`src/rtl/ao_regs_pkg.sv`:
```
// ~~~~~~~~~~~~~~~~~~~~~~~~~~~~~~~~~~~~~~~~
// Shared types for the microcode register file.
// Widths, control field encodings, exception vectors
// and one-hot size codes used by every register group.
// ~~~~~~~~~~~~~~~~~~~~~~~~~~~~~~~~~~~~~~~~
package ao_regs_pkg;

    localparam int WORD_W     = 32;
    localparam int HALF_W     = 16;
    localparam int PREFETCH_W = 80;
    localparam int SIZE_W     = 3;
    localparam int TRAP_W     = 8;

    typedef logic [WORD_W-1:0]     word_t;
    typedef logic [HALF_W-1:0]     half_t;
    typedef logic [PREFETCH_W-1:0] prefetch_t;
    typedef logic [SIZE_W-1:0]     size_t;
    typedef logic [TRAP_W-1:0]     trap_t;

    // One-hot operand size whose value is the byte count
    localparam size_t SZ_NONE = 3'b000;
    localparam size_t SZ_BYTE = 3'b001;
    localparam size_t SZ_WORD = 3'b010;
    localparam size_t SZ_LONG = 3'b100;

    typedef enum logic [2:0] {
        PC_IDLE, PC_FROM_RESULT, PC_INCR_BY_2, PC_INCR_BY_4, PC_INCR_BY_SIZE,
        PC_FROM_PREFETCH_IR, PC_INCR_BY_2_IN_MAIN_LOOP
    } pc_ctl_e;

    typedef enum logic [3:0] {
        SIZE_IDLE, SIZE_BYTE, SIZE_WORD, SIZE_LONG, SIZE_1, SIZE_1_PLUS,
        SIZE_2, SIZE_3, SIZE_4, SIZE_5, SIZE_6
    } size_ctl_e;

    typedef enum logic [3:0] {
        OP1_IDLE, OP1_FROM_OP2, OP1_FROM_DATA, OP1_FROM_IMMEDIATE, OP1_FROM_RESULT,
        OP1_MOVEQ, OP1_FROM_PC, OP1_LOAD_ZEROS, OP1_LOAD_ONES
    } op1_ctl_e;

    typedef enum logic [2:0] {
        OP2_IDLE, OP2_FROM_OP1, OP2_LOAD_1, OP2_ADDQ_SUBQ, OP2_MOVE_OFFSET, OP2_DECR_BY_1
    } op2_ctl_e;

    typedef enum logic [2:0] {
        ADDR_IDLE, ADDR_INCR_BY_SIZE, ADDR_DECR_BY_SIZE, ADDR_INCR_BY_2,
        ADDR_FROM_IMM_16, ADDR_FROM_IMM_32, ADDR_FROM_TRAP
    } addr_ctl_e;

    typedef enum logic [3:0] {
        TRAP_IDLE, TRAP_ILLEGAL_INSTR, TRAP_DIV_BY_ZERO, TRAP_CHK, TRAP_TRAPV,
        TRAP_PRIVIL_VIOLAT, TRAP_TRACE, TRAP_TRAP, TRAP_FROM_DECODER
    } trap_ctl_e;

    typedef enum logic [1:0] {IR_IDLE, IR_LOAD_WHEN_PREFETCH_VALID} ir_ctl_e;

    typedef enum logic [1:0] {STOP_IDLE, STOP_SET, STOP_CLEAR} stop_ctl_e;

    // Exception vector numbers
    localparam trap_t TRAP_VEC_ILLEGAL   = 8'd4;
    localparam trap_t TRAP_VEC_DIV_ZERO  = 8'd5;
    localparam trap_t TRAP_VEC_CHK       = 8'd6;
    localparam trap_t TRAP_VEC_TRAPV     = 8'd7;
    localparam trap_t TRAP_VEC_PRIVILEGE = 8'd8;
    localparam trap_t TRAP_VEC_TRACE     = 8'd9;
    localparam trap_t TRAP_VEC_TRAP_BASE = 8'd32;

    // Nonzero so a divide sees a valid operand out of reset
    localparam word_t OPERAND_RESET_VALUE = 32'hFFFF_FFFF;

endpackage

```
`src/rtl/address_unit.sv`:
```
// ~~~~~~~~~~~~~~~~~~~~~~~~~~~~~~~~~~~~~~~~
// Bus address register and exception vector number.
// The address steps by size or loads immediates and vectors.
// ~~~~~~~~~~~~~~~~~~~~~~~~~~~~~~~~~~~~~~~~
module address_unit import ao_regs_pkg::*; (
    input  logic      clock,
    input  logic      reset_n,
    input  addr_ctl_e addr_ctl,
    input  trap_ctl_e trap_ctl,
    input  size_t     size,
    input  half_t     ir,
    input  prefetch_t prefetch_ir,
    input  trap_t     decoder_trap,
    output word_t     address,
    output logic      address_type,
    output trap_t     trap
);

    word_t step;

    // Byte access through A7 keeps the stack word aligned
    assign step = (size[0] && ir[2:0] == 3'b111) ? 32'd2 : {{(WORD_W-SIZE_W){1'b0}}, size};

    always_ff @(posedge clock or negedge reset_n) begin
        if (!reset_n) begin
            address <= '0;
        end else begin
            case (addr_ctl)
                ADDR_INCR_BY_SIZE: address <= address + step;
                ADDR_DECR_BY_SIZE: address <= address - step;
                ADDR_INCR_BY_2:    address <= address + 32'd2;
                ADDR_FROM_IMM_16:  address <= {{16{prefetch_ir[79]}}, prefetch_ir[79:64]};
                ADDR_FROM_IMM_32:  address <= prefetch_ir[79:48];
                ADDR_FROM_TRAP:    address <= {{(WORD_W-TRAP_W-2){1'b0}}, trap, 2'b00};
                default: ;
            endcase
        end
    end

    always_ff @(posedge clock or negedge reset_n) begin
        if (!reset_n)
            address_type <= 1'b0;
        else if (addr_ctl != ADDR_IDLE)
            address_type <= 1'b0;
    end

    always_ff @(posedge clock or negedge reset_n) begin
        if (!reset_n) begin
            trap <= '0;
        end else begin
            case (trap_ctl)
                TRAP_ILLEGAL_INSTR: trap <= TRAP_VEC_ILLEGAL;
                TRAP_DIV_BY_ZERO:   trap <= TRAP_VEC_DIV_ZERO;
                TRAP_CHK:           trap <= TRAP_VEC_CHK;
                TRAP_TRAPV:         trap <= TRAP_VEC_TRAPV;
                TRAP_PRIVIL_VIOLAT: trap <= TRAP_VEC_PRIVILEGE;
                TRAP_TRACE:         trap <= TRAP_VEC_TRACE;
                TRAP_TRAP:          trap <= TRAP_VEC_TRAP_BASE + {4'b0000, ir[3:0]};
                TRAP_FROM_DECODER:  trap <= decoder_trap;
                default: ;
            endcase
        end
    end

endmodule

```
`src/rtl/instr_latch.sv`:
```
// ~~~~~~~~~~~~~~~~~~~~~~~~~~~~~~~~~~~~~~~~
// Instruction word register and stop flag.
// Also decides when the main loop may move to the next word.
// ~~~~~~~~~~~~~~~~~~~~~~~~~~~~~~~~~~~~~~~~
module instr_latch import ao_regs_pkg::*; (
    input  logic      clock,
    input  logic      reset_n,
    input  ir_ctl_e   ir_ctl,
    input  stop_ctl_e stop_ctl,
    input  prefetch_t prefetch_ir,
    input  logic      prefetch_ir_valid,
    input  trap_t     decoder_trap,
    output half_t     ir,
    output logic      stop_flag,
    output logic      main_loop_advance
);

    assign main_loop_advance = prefetch_ir_valid && (decoder_trap == '0) && !stop_flag;

    always_ff @(posedge clock or negedge reset_n) begin
        if (!reset_n) begin
            ir <= '0;
        end else if (ir_ctl == IR_LOAD_WHEN_PREFETCH_VALID && prefetch_ir_valid && !stop_flag) begin
            ir <= prefetch_ir[79:64];
        end
    end

    // STOP instruction holds the core until cleared
    always_ff @(posedge clock or negedge reset_n) begin
        if (!reset_n) begin
            stop_flag <= 1'b0;
        end else if (stop_ctl == STOP_SET) begin
            stop_flag <= 1'b1;
        end else if (stop_ctl == STOP_CLEAR) begin
            stop_flag <= 1'b0;
        end
    end

    // Sequencer must present a defined stop request every cycle
    stop_ctl_known: assert property (@(posedge clock) disable iff (!reset_n)
        !$isunknown(stop_ctl) && (stop_ctl inside {STOP_IDLE, STOP_SET, STOP_CLEAR}));

endmodule

```
`src/rtl/microcode_regs.sv`:
```
// ~~~~~~~~~~~~~~~~~~~~~~~~~~~~~~~~~~~~~~~~
// Microcode controlled register file of the core.
// Connects the register groups, adds no latency.
// ~~~~~~~~~~~~~~~~~~~~~~~~~~~~~~~~~~~~~~~~
module microcode_regs import ao_regs_pkg::*; (
    input  logic       clock,
    input  logic       reset_n,
    input  ir_ctl_e    ir_ctl,
    input  stop_ctl_e  stop_ctl,
    input  pc_ctl_e    pc_ctl,
    input  size_ctl_e  size_ctl,
    input  op1_ctl_e   op1_ctl,
    input  op2_ctl_e   op2_ctl,
    input  addr_ctl_e  addr_ctl,
    input  trap_ctl_e  trap_ctl,
    input  prefetch_t  prefetch_ir,
    input  logic       prefetch_ir_valid,
    input  word_t      data_read,
    input  word_t      result,
    input  trap_t      decoder_trap,
    output half_t      ir,
    output logic       stop_flag,
    output word_t      pc,
    output logic [1:0] pc_change,
    output size_t      size,
    output word_t      operand1,
    output word_t      operand2,
    output word_t      address,
    output logic       address_type,
    output trap_t      trap
);

    logic  main_loop_advance;
    word_t pc_valid;

    instr_latch u_instr_latch (.clock, .reset_n, .ir_ctl, .stop_ctl, .prefetch_ir,
        .prefetch_ir_valid, .decoder_trap, .ir, .stop_flag, .main_loop_advance);

    size_decoder u_size_decoder (.clock, .reset_n, .size_ctl, .ir, .size);

    pc_unit u_pc_unit (.clock, .reset_n, .pc_ctl, .main_loop_advance, .size, .result,
        .prefetch_ir, .pc, .pc_valid, .pc_change);

    operand_unit u_operand_unit (.clock, .reset_n, .op1_ctl, .op2_ctl, .size, .ir,
        .data_read, .prefetch_ir, .result, .pc_valid, .operand1, .operand2);

    address_unit u_address_unit (.clock, .reset_n, .addr_ctl, .trap_ctl, .size, .ir,
        .prefetch_ir, .decoder_trap, .address, .address_type, .trap);

endmodule

```
`src/rtl/operand_unit.sv`:
```
// ~~~~~~~~~~~~~~~~~~~~~~~~~~~~~~~~~~~~~~~~
// ALU operand registers.
// Loaded values are sign extended by the current size.
// ~~~~~~~~~~~~~~~~~~~~~~~~~~~~~~~~~~~~~~~~
module operand_unit import ao_regs_pkg::*; (
    input  logic      clock,
    input  logic      reset_n,
    input  op1_ctl_e  op1_ctl,
    input  op2_ctl_e  op2_ctl,
    input  size_t     size,
    input  half_t     ir,
    input  word_t     data_read,
    input  prefetch_t prefetch_ir,
    input  word_t     result,
    input  word_t     pc_valid,
    output word_t     operand1,
    output word_t     operand2
);

    word_t data_ext;
    word_t imm_ext;
    word_t ir_byte_ext;
    word_t quick_count;

    always_comb begin
        if (size[0])
            data_ext = {{24{data_read[7]}}, data_read[7:0]};
        else if (size[1])
            data_ext = {{16{data_read[15]}}, data_read[15:0]};
        else
            data_ext = data_read;
    end

    // Byte immediate sits in the low half of the extension word
    always_comb begin
        if (size[0])
            imm_ext = {{24{prefetch_ir[71]}}, prefetch_ir[71:64]};
        else if (size[1])
            imm_ext = {{16{prefetch_ir[79]}}, prefetch_ir[79:64]};
        else
            imm_ext = prefetch_ir[79:48];
    end

    assign ir_byte_ext = {{24{ir[7]}}, ir[7:0]};
    // Quick count of zero encodes 8
    assign quick_count = (ir[11:9] == 3'b000) ? 32'd8 : {29'd0, ir[11:9]};

    always_ff @(posedge clock or negedge reset_n) begin
        if (!reset_n) begin
            operand1 <= OPERAND_RESET_VALUE;
        end else begin
            case (op1_ctl)
                OP1_FROM_OP2:       operand1 <= operand2;
                OP1_FROM_DATA:      operand1 <= data_ext;
                OP1_FROM_IMMEDIATE: operand1 <= imm_ext;
                OP1_FROM_RESULT:    operand1 <= result;
                OP1_MOVEQ:          operand1 <= ir_byte_ext;
                OP1_FROM_PC:        operand1 <= pc_valid;
                OP1_LOAD_ZEROS:     operand1 <= '0;
                OP1_LOAD_ONES:      operand1 <= '1;
                default: ;
            endcase
        end
    end

    always_ff @(posedge clock or negedge reset_n) begin
        if (!reset_n) begin
            operand2 <= OPERAND_RESET_VALUE;
        end else begin
            case (op2_ctl)
                OP2_FROM_OP1:    operand2 <= operand1;
                OP2_LOAD_1:      operand2 <= 32'd1;
                OP2_ADDQ_SUBQ:   operand2 <= quick_count;
                OP2_MOVE_OFFSET: begin
                    if (ir[7:0] != 8'd0)
                        operand2 <= ir_byte_ext;
                end
                OP2_DECR_BY_1:   operand2 <= operand2 - 32'd1;
                default: ;
            endcase
        end
    end

endmodule

```
`src/rtl/pc_unit.sv`:
```
// ~~~~~~~~~~~~~~~~~~~~~~~~~~~~~~~~~~~~~~~~
// Program counter with its last-even copy.
// pc_change tells the prefetch unit how far pc moved.
// ~~~~~~~~~~~~~~~~~~~~~~~~~~~~~~~~~~~~~~~~
module pc_unit import ao_regs_pkg::*; (
    input  logic        clock,
    input  logic        reset_n,
    input  pc_ctl_e     pc_ctl,
    input  logic        main_loop_advance,
    input  size_t       size,
    input  word_t       result,
    input  prefetch_t   prefetch_ir,
    output word_t       pc,
    output word_t       pc_valid,
    output logic [1:0]  pc_change
);

    word_t pc_next;

    // 3 jump, 2 four bytes, 1 two bytes
    always_comb begin
        pc_next   = pc;
        pc_change = 2'd0;
        case (pc_ctl)
            PC_FROM_RESULT, PC_FROM_PREFETCH_IR: begin
                pc_next   = (pc_ctl == PC_FROM_RESULT) ? result : prefetch_ir[79:48];
                pc_change = 2'd3;
            end
            PC_INCR_BY_4: begin
                pc_next   = pc + 32'd4;
                pc_change = 2'd2;
            end
            PC_INCR_BY_2: begin
                pc_next   = pc + 32'd2;
                pc_change = 2'd1;
            end
            PC_INCR_BY_SIZE: begin
                pc_next   = size[2] ? pc + 32'd4 : pc + 32'd2;
                pc_change = size[2] ? 2'd2 : 2'd1;
            end
            PC_INCR_BY_2_IN_MAIN_LOOP: begin
                if (main_loop_advance) begin
                    pc_next   = pc + 32'd2;
                    pc_change = 2'd1;
                end
            end
            default: ;
        endcase
    end

    always_ff @(posedge clock or negedge reset_n) begin
        if (!reset_n) begin
            pc       <= '0;
            pc_valid <= '0;
        end else begin
            pc <= pc_next;
            if (!pc_next[0])
                pc_valid <= pc_next;
        end
    end

    // Sequencer drives only defined PC controls
    pc_ctl_known: assert property (@(posedge clock) disable iff (!reset_n)
        !$isunknown(pc_ctl) && (pc_ctl <= PC_INCR_BY_2_IN_MAIN_LOOP));

endmodule

```
`src/rtl/size_decoder.sv`:
```
// ~~~~~~~~~~~~~~~~~~~~~~~~~~~~~~~~~~~~~~~~
// One-hot operand size register.
// Set directly or decoded from the size field of ir.
// ~~~~~~~~~~~~~~~~~~~~~~~~~~~~~~~~~~~~~~~~
module size_decoder import ao_regs_pkg::*; (
    input  logic      clock,
    input  logic      reset_n,
    input  size_ctl_e size_ctl,
    input  half_t     ir,
    output size_t     size
);

    size_t size_next;

    always_comb begin
        size_next = size;
        case (size_ctl)
            SIZE_BYTE:   size_next = SZ_BYTE;
            SIZE_WORD:   size_next = SZ_WORD;
            SIZE_LONG:   size_next = SZ_LONG;
            SIZE_1:      size_next = (ir[7:6] == 2'b00) ? SZ_WORD : SZ_LONG;
            SIZE_1_PLUS: size_next = (ir[7:6] == 2'b10) ? SZ_WORD : SZ_LONG;
            SIZE_2:      size_next = ir[6] ? SZ_LONG : SZ_WORD;
            SIZE_3: begin
                if (ir[7])
                    size_next = SZ_LONG;
                else
                    size_next = ir[6] ? SZ_WORD : SZ_BYTE;
            end
            // MOVE size field
            SIZE_4: begin
                if (ir[13:12] == 2'b01)
                    size_next = SZ_BYTE;
                else if (ir[13:12] == 2'b11)
                    size_next = SZ_WORD;
                else
                    size_next = SZ_LONG;
            end
            SIZE_5:      size_next = ir[8] ? SZ_LONG : SZ_WORD;
            SIZE_6:      size_next = (ir[5:3] == 3'b000) ? SZ_LONG : SZ_BYTE;
            default: ;
        endcase
    end

    always_ff @(posedge clock or negedge reset_n) begin
        if (!reset_n)
            size <= SZ_NONE;
        else
            size <= size_next;
    end

    // Codes above SIZE_6 are unused
    size_ctl_known: assert property (@(posedge clock) disable iff (!reset_n)
        !$isunknown(size_ctl) && (size_ctl <= SIZE_6));

endmodule

```
`config.mk`:
```
export PLATFORM = sky130hd
export DESIGN_NAME = microcode_regs
export DESIGN_NICKNAME = d
export VERILOG_FILES = /design/src/rtl/ao_regs_pkg.sv /design/src/rtl/address_unit.sv /design/src/rtl/instr_latch.sv /design/src/rtl/microcode_regs.sv /design/src/rtl/operand_unit.sv /design/src/rtl/pc_unit.sv /design/src/rtl/size_decoder.sv
export SDC_FILE = /design/constraint.sdc
export NUM_CORES = 1
export LEC_CHECK = 0
export ABC_CLOCK_PERIOD_IN_PS = 5580
export BUFFER_PORTS_ARGS = -buffer_cell sky130_fd_sc_hd__buf_4
export CORE_ASPECT_RATIO = 1.25
export CORE_MARGIN = 1.5
export CORE_UTILIZATION = 56
export CTS_CLUSTER_SIZE = 40
export DETAILED_ROUTE_END_ITERATION = 8
export GPL_TIMING_DRIVEN = 1
export PLACE_DENSITY = 0.82
export SYNTH_ARGS = -nofsm -noshare
export SYNTH_HDL_FRONTEND = slang
export SYNTH_SLANG_ARGS = --single-unit
```
`constraint.sdc`:
```
create_clock -name clock -period 5.58 [get_ports clock]
set_input_delay 0.837 -clock clock [delete_from_list [all_inputs] [get_ports clock]]
set_output_delay 0.837 -clock clock [all_outputs]
set_load 0.1 [all_outputs]
```
Word level (Yosys, flattened, before mapping)
Cells that the tools add are included.
Widths: inputs -> output; s select.

word-level totals
  bits in registers = 187
  logic and storage cells = 116

operators by class
  $add $sub $neg = 7
  eq/ne operators = 51
  mux-type cells = 30
  reduce and logical (&&, ||, !) cells = 19

operators with widths
  cell                   count
  $pmux 32 s5            2
  $pmux 32 s8            1
  $mux 32                7
  $pmux 32 s6            1
  $add 32x2->32 const B  2
  $pmux 8 s8             1
  $eq 4x3->1 const B     12
  $add 32x3->32 const B  1
  $add 32x32->32         1
  $sub 32x1->32 const B  1
  $sub 32x32->32         1
  $mux 31                1
  $pmux 3 s10            1
  $eq 3x3->1 const B     9
  $mux 3                 9
  $eq 4x2->1 const B     6
  $reduce_bool 8->1      3
  $eq 4x4->1 const B     5
  $eq 3x2->1 const B     6
  $eq 4x1->1 const B     3
  $pmux 2 s5             1
  $reduce_bool 10->1     1
  $eq 3x1->1 const B     3
  $logic_not 8->1        1
  other kinds (16)       28

Depth between registers and ports, before layout
Gate-level depths: netlist (run 1).

  word-level depth = 5
  mapped depth = 17
  mapped depth without buffers = 14

Cells and area by module
From an unflattened synthesis (run 1), not the netlist that was laid out.

second synthesis, totals
  cell total of the unflattened synthesis = 1,883
  area, all modules = 15,154.5 µm²

modules (own cells, without submodules)
  module        instances  cells each  area an instance (µm²)  seq. area each (µm²)
  operand_unit  1          651         5,046.1                 1,681.6
  address_unit  1          686         4,963.5                 1,001.0
  pc_unit       1          458         4,050.1                 1,576.5
  instr_latch   1          42          738.2                   425.4
  size_decoder  1          46          356.6                   75.1

Least setup slack after synthesis (run 1)
Ideal clock, no wire load.

  kind = reg2reg
  from = register u_size_decoder.size[1]
  to = register u_address_unit.address[28]
  setup time = 0.126 ns
  arrival = 4.756 ns
  setup slack = 0.698 ns
  cell stages (with the launch flop) = 15
  clock period less this slack = 4.882 ns
  cells stage by stage = dfrtp_1 -> or2_2 -> clkbuf_1 -> clkbuf_1 -> o21ai_0 -> ha_1 -> clkbuf_1 -> a211oi_1 -> nor2_1 -> nor4_1 -> o21ai_0 -> a41o_1 -> a31o_2 -> and4_1 -> o32a_1

on the way
  longest elaborated chain between the ends = 3
  elaborated cells on any way between the ends = 4
  those cells by class = 2 x add/sub; 2 x mux

ends and longest elaborated chain
  item                                                     RTL line                                source
  start: declaration                                       size_decoder.sv:10                      output size_t size
  start signal: assignment                                 size_decoder.sv:49                      size <= size_next;
  $mux 3 (*)                                               address_unit.sv:22                      assign step = (size[0] && ir[2:0] == 3'b111) ? 32'd2 : {{(WORD_W-SIZE_W){1'b0}}, size};
  $sub 32x32->32 / $add 32x32->32 (equally long branches)  address_unit.sv:30, address_unit.sv:29
  $pmux 32 s6 (*)                                          address_unit.sv:28                      case (addr_ctl)
  end signal: assignment                                   address_unit.sv:29                      ADDR_INCR_BY_SIZE: address <= address + step;
  end signal: assignment                                   address_unit.sv:30                      ADDR_DECR_BY_SIZE: address <= address - step;
  end signal: assignment                                   address_unit.sv:31                      ADDR_INCR_BY_2: address <= address + 32'd2;
  end: declaration                                         address_unit.sv:14                      output word_t address,

Every way passes the cells marked *; elsewhere a longest branch is shown, timed or not.
A chain may end at the register's enable or synchronous reset.

Final worst setup path (run 1)
  from = register u_size_decoder.size[1]
  to = register u_address_unit.address[29]

Same word-level chain as after synthesis.

==> results of run 1 <==
==> placed cells by master, fill, tap and decap left out, drive strengths merged, types with 13 or more instances in the layout <==
master,n
inv,41
mux2,48
nor2,153
xnor2,22
nor4,26
o21ai,208
o22ai,51
nand2,245
clkbuf,21
xor2,21
a22oi,22
nor2b,24
and2,13
and3,25
nand3,49
o211ai,26
a221oi,29
dfstp,64
a211oi,18
o221ai,14
mux2i,52
a31oi,20
ha,38
nand4,31
dfrtp,123
a21o,18
buf,310
nor3,39
a21oi,159
nand2b,25
==> sequential cells by signal (all words and copies together), names as in the netlist <==
name,count
u_address_unit.trap,8
u_pc_unit.pc_valid,31
u_address_unit.address,32
u_operand_unit.operand2,32
u_instr_latch.stop_flag,1
u_size_decoder.size,3
u_operand_unit.operand1,32
u_pc_unit.pc,32
u_instr_latch.ir,16
==> worst max path at each step <==
| stage | start | endpoint | slack, ns | cells past startpoint |
|---|---|---|---|---|
| CTS | u_size_decoder.size[1] | u_address_unit.address[29] | 0.85 | 12 |
| global route | u_size_decoder.size[1] | u_address_unit.address[31] | 0.62 | 12 |
| global placement | addr_ctl[2] | u_address_unit.address[29] | 0.89 | 13 |
| floorplan | u_size_decoder.size[1] | u_address_unit.address[28] | 0.70 | 14 |
| finish | u_size_decoder.size[1] | u_address_unit.address[29] | 0.76 | 12 |
| detailed placement | addr_ctl[0] | u_address_unit.address[29] | 0.79 | 13 |
==> cells by family (layout without fill, tap and decap cells) <==
kind of cell / after synthesis / in the layout / synth area share, %
AND/OR/NAND/NOR: 689 / 689 / 22.5
adder cells (fa/ha/maj): 39 / 39 / 3.32
other: 1 / 4 / 0.0251
flip-flops: 187 / 187 / 31.9
multiplexers: 102 / 102 / 7.44
buffers and inverters: 166 / 379 / 4.33
XOR/XNOR: 43 / 43 / 2.52
AO/OA/AOI/OAI: 664 / 664 / 28.0
==> metrics by stage <==
step	instances	setup slack (ns)	hold WS, ns
2_1_floorplan	1891	0.698	0.481
3_3_place_gp	2412	0.888	0.482
3_5_place_dp	2412	0.786	0.497
4_1_cts	2444	0.850	0.460
5_1_grt	2444	0.620	0.491
6_report	2447	0.758	0.419
==> power groups by stage <==
| stage | clock network, W | registers [W] | logic (W) |
|---|---|---|---|
| 5_1_grt | 0.00132 | 0.00252 | 0.00567 |
| 3_5_place_dp | 0 | 0.00247 | 0.00532 |
| 4_1_cts | 0.00127 | 0.00245 | 0.00535 |
| 6_report | 0.00127 | 0.00249 | 0.00541 |
| 3_3_place_gp | 0 | 0.00245 | 0.00525 |
| 2_1_floorplan | 0 | 0.00441 | 0.00193 |
==> worst max-delay path: stages, from the launching register on <==
cell     delay (ns)
dfrtp_1        0.62
or2_2          0.41
buf_4          0.23
o21ai_2        0.88
ha_1           0.46
and4_1         0.23
o21ai_1        0.14
a31oi_1        0.18
o21ai_0        0.59
nand2_1        0.31
a21oi_1        0.36
nand4_1        0.14
a31oi_1        0.20
==> layer usage <==
layer / track usage (%) / part of all wire [%] / up-vias
met5: 0 / 0.022 / -
met1: 52.6 / 33 / 8177
met2: 73.4 / 46 / 1361
li1: - / - / 7490
met3: 11.1 / 12 / 418
met4: 40.4 / 9.9 / 2
==> cell type report <==
class	count	area share [%]
sequential	187	26.7
timing repair buffer	310	13.1
tap	340	2.38
clock buffer	21	2.75
antenna	3	0.0420
clock inverter	11	0.673
multi-input combinational	1538	53.6
inverter	37	0.778
==> results.yml, run 1 <==
cells_and_area:
  n_fill_cell: 2163
  nets: 2310
  syn2layout_area_growth_pct: 19.6
  regArea_mm2: 0.00476
  final_area_mm2: 0.0179
  final_util_pct: 68.4
  multi_input_area_mm2: 0.00957
  drive_gt1_share_pct: 22.7
timing:
  final.setup_skew_ns: 0.0170
  finalSetupViolCount: 0
  final-hold-violation-count: 0
  setup_tns_ns: 0
  worst_pin_slew_ns: 1.23
  clock.fmax_mhz: 207
  relSlewSlack_pct: 17.3
  fin_crit_ns: 4.82
  layout_worst_path_cycle_share_pct: 86.4
  drv_slew: 0
  rsz0062_at_grt: "no"
power:
  power_frac_clock_pct: 13.8
  power_w: 0.00917
  sequentialPowerShare_pct: 27.1
  p_switching_w: 0.00528
  p_leak_nw: 7.61
  swShare_pct: 57.6
  power.density_mw_per_mm2: 513
  vdd_drop_max_mv: 0.374
  p_comb_share_pct: 59.0
  internal_power_w: 0.00389
logic_synthesis:
  synth_top_area_share_pct: 20.6
  syn_avg_cell_area_um2: 7.89
  synth_area_mm2: 0.0149
  synth.distinct_cells: 90
  yosysWarnings: 0
  synth_cells: 1891
  synth_edf_count: 0
  synth_nets: 2110
  async_flop_share_pct: 100
  synth.area.top_cells: "dfrtp_1 (21%), dfstp_2 (11%), o21ai_0 (6.5%), nand2_1 (6.2%), a21oi_1 (5.3%)"
  ys_seq_area_share_pct: 31.9
  post-synth-top-count-cell: "nand2_1"
  synthFlopType: "dfrtp_1"
  synth_top_area_cell: "dfrtp_1"
  yosys-top-cells-count: "nand2_1 (245), o21ai_0 (195), a21oi_1 (158)"
  synth-seq-cells: 187
placed_design:
  place_area_mm2: 0.0172
  port_buffers: 289
  hpwl_um: 48400
  place_congestion: 1.01
setup_path:
  cp.arrival_ns: 5.20
  reg2regPathDepth: 12
  start_kind: "register"
  worstSetupPathType: "reg -> reg"
  required_ns: 5.96
  reg2reg_slack_ns: 0.76
  worst_setup_path_end_kind: "register"
  r2r_start: "u_size_decoder.size[1]"
  crit_path_max_fanout: 26
  r2r_end: "u_address_unit.address[29]"
global_route:
  grt_usage_pct: 46.5
  antenna_found_initial: 3
  grt_pass1_wl_um: 96700
  grt_max_degree: 102
  grt_pass1_vias: 16500
  grt_overflow: 0
job:
  maxCapViolations: 0
drt:
  drt-total-wl_um: 64700
  postRouteAntennaNets: 0
  drc: 0
  drt-vias-per-instance: 7.13
  vias: 17400
  drt_pre_antenna_iters: 6
  drt_iter0_drc: 2414
  detail_route.wl_per_cell_um: 26.4
floorplan:
  ios: 339
  core_mm2: 0.0261
  die_x_um: 149
  placementRows: 66
  initial_core_util_pct: 57.2
  die_area_mm2: 0.0276
  die-height_um: 186
min_path:
  hold_class: "in -> async"
clocking:
  cts_root_buffer: "clkbuf_16"
  clk_latency_ns: 0.45
  numCtsBuffers: 17
  cts.clk_slew.worst_paths_ns: 0.08
  cts_tree: "yes"
  holdBufCountCts: 0
  clockBufferDepth: 2
  post-cts-setup-buffers: 0
  ctsResizeCount: 0
  h-tree-depth: 4
  cts.sinks: 187
status:
  outcome: "complete, no violations"
(Power assumes the default switching activity.)
==> run 2, diff against run 1 <==
--- a/config.mk
+++ b/config.mk
@@ -9,11 +9,10 @@
 export BUFFER_PORTS_ARGS = -buffer_cell sky130_fd_sc_hd__buf_4
 export CORE_ASPECT_RATIO = 1.25
 export CORE_MARGIN = 1.5
-export CORE_UTILIZATION = 56
+export CORE_UTILIZATION = 25
 export CTS_CLUSTER_SIZE = 40
 export DETAILED_ROUTE_END_ITERATION = 8
 export GPL_TIMING_DRIVEN = 1
-export PLACE_DENSITY = 0.82
 export SYNTH_ARGS = -nofsm -noshare
 export SYNTH_HDL_FRONTEND = slang
 export SYNTH_SLANG_ARGS = --single-unit
==> run 2 against run 1 <==
Compared with the run above: fmax increased by 14%; worst setup slack gained 0.60 ns; via count down 5.1%; die area up 120%; sequential share of layout area decreased by 0.90 points; sequential power barely moved; power increased by 0.63%; critical path type unchanged; largest cell class unchanged.
==> results.yml, run 2 (synthesis gave the netlist of run 1 again) <==
status:
  outcome: "complete, no violations"
global_route:
  grt_overflow: 0
  grt_max_degree: 112
  grt_pass1_wl_um: 107000
  grt_pass1_vias: 16100
  antenna_found_initial: 11
  grt_usage_pct: 23.5
setup_path:
  crit_path_top_delay_cell: "a2111oi_0"
  crit_path_max_fanout: 9
  worst_setup_path_end_kind: "register"
  required_ns: 5.98
  critPathLaunch: "u_size_decoder.size[0]"
  worstSetupPathType: "reg -> reg"
  cp_num_buf_inv: 1
  r2r_start: "u_size_decoder.size[0]"
  start_kind: "register"
  cp.arrival_ns: 4.61
  reg2reg_slack_ns: 1.36
  cp_top_family: "compound AO/OA/AOI/OAI gates"
  crit_chain: "inv_1 -> o21ai_0 -> ha_1 -> nand2b_1 -> ha_1 -> a21oi_1 -> a21bo_2 -> a31oi_1 -> or2_2 -> nor4_1 -> a2111oi_0 -> o31ai_1 -> a211oi_1"
  cpMostUsedCell: "ha_1"
  cpPeakStageDelay_ns: 0.58
clocking:
  cts_root_buffer: "clkbuf_16"
  cts_tree: "yes"
  h-tree-depth: 4
  clockBufferDepth: 2
  holdBufCountCts: 0
  cts.clk_slew.worst_paths_ns: 0.08
  numCtsBuffers: 17
  post-cts-setup-buffers: 0
  clk_latency_ns: 0.49
  cts.sinks: 187
  ctsResizeCount: 0
cells_and_area:
  drive_gt1_share_pct: 23.0
  nets: 2320
  layout_commonest_cell: "buf_4"
  final_cell_mix: "buf_4 (318), nand2_1 (245), o21ai_0 (192)"
  n_fill_cell: 6327
  syn2layout_area_growth_pct: 23.8
floorplan:
  ios: 339
  initial_core_util_pct: 25.4
  die-height_um: 276
  placementRows: 99
  die_x_um: 222
  core_mm2: 0.0587
  die_area_mm2: 0.0612
timing:
  finalSetupViolCount: 0
  final.setup_skew_ns: 0.0179
  final-hold-violation-count: 0
  fin_crit_ns: 4.22
  relSlewSlack_pct: 21.8
  clock.fmax_mhz: 237
  worst_pin_slew_ns: 1.17
  setup_tns_ns: 0
  rsz0062_at_grt: "no"
  layout_worst_path_cycle_share_pct: 75.6
  drv_slew: 0
min_path:
  hold_start: "u_operand_unit.operand1[31]"
  hold_class: "reg -> reg"
drt:
  drt_pre_antenna_iters: 5
  drc: 0
  drt_iter0_drc: 1757
  detail_route.wl_per_cell_um: 25.4
  vias: 16600
  drt-vias-per-instance: 5.75
  postRouteAntennaNets: 0
  drt-total-wl_um: 73300
placed_design:
  port_buffers: 289
  place_congestion: 0.953
  hpwl_um: 56300
power:
  vdd_drop_max_mv: 0.356
  sequentialPowerShare_pct: 27.1
  power_w: 0.00923
  power.density_mw_per_mm2: 499
  p_leak_nw: 7.66
  internal_power_w: 0.00392
  p_comb_share_pct: 58.6
  power_frac_clock_pct: 14.3
  p_switching_w: 0.00530
  swShare_pct: 57.5
job:
  maxCapViolations: 0
run 2: metal layers:
layer | vias to the layer above | GRT usage [%] | wire length (um) | share of wire, %
met4 | 0 | 15.2 | 4540 | 6.2
li1 | 7512 | - | - | -
met2 | 760 | 39.1 | 35300 | 48
met1 | 8122 | 28.0 | 28800 | 39
met3 | 162 | 3.83 | 4690 | 6.4
met5 | - | 0 | 0 | 0
run 2: path summary, 6_finish.rpt:
check / end / cells after the start
max in group asynchronous: u_operand_unit.operand1[16] / 2
worst max-delay path: u_address_unit.address[15] / 13
worst min register to register: u_operand_unit.operand1[31] / 2
worst min-delay path: u_operand_unit.operand1[31] / 2
worst max register to register: u_address_unit.address[15] / 13
min in group asynchronous: u_instr_latch.ir[5] / 1
run 2: cell type report:
class | instances | area (um^2) | area share (%)
Multi-Input combinational cell | 1538 | 9580 | 51.9
Sequential cell | 187 | 4760 | 25.8
Timing Repair Buffer | 320 | 2420 | 13.1
Tap cell | 757 | 947 | 5.12
Clock buffer | 21 | 483 | 2.61
Inverter | 37 | 139 | 0.751
Clock inverter | 11 | 123 | 0.663
Antenna cell | 10 | 25.0 | 0.135
run 2: power by group through the flow:
| stage | clock network [W] | registers (W) | logic, W |
|---|---|---|---|
| 3_3_place_gp | 0 | 0.00250 | 0.00533 |
| 2_1_floorplan | 0 | 0.00441 | 0.00193 |
| 3_5_place_dp | 0 | 0.00251 | 0.00536 |
| 6_report | 0.00132 | 0.00250 | 0.00540 |
| 4_1_cts | 0.00136 | 0.00249 | 0.00538 |
| 5_1_grt | 0.00141 | 0.00256 | 0.00569 |
run 2: worst min-delay path, delay by kind of cell (launching register included):
family	cells	cell delay [ns]
flip-flops	1	0.38
AND/OR/NAND/NOR	1	0.05
AO/OA/AOI/OAI	1	0.05
run 2: through the flow:
step	util [%]	setup slack (ns)	hold WS, ns	cell area [um^2]	cells
floorplan	-	0.698	0.481	14900	1891
global placement	30.4	1.08	0.469	17900	2839
detailed placement	30.4	0.998	0.475	17900	2839
CTS	31.4	1.39	0.487	18500	2871
global route	31.5	1.07	0.514	18500	2881
finish	31.5	1.36	0.486	18500	2881
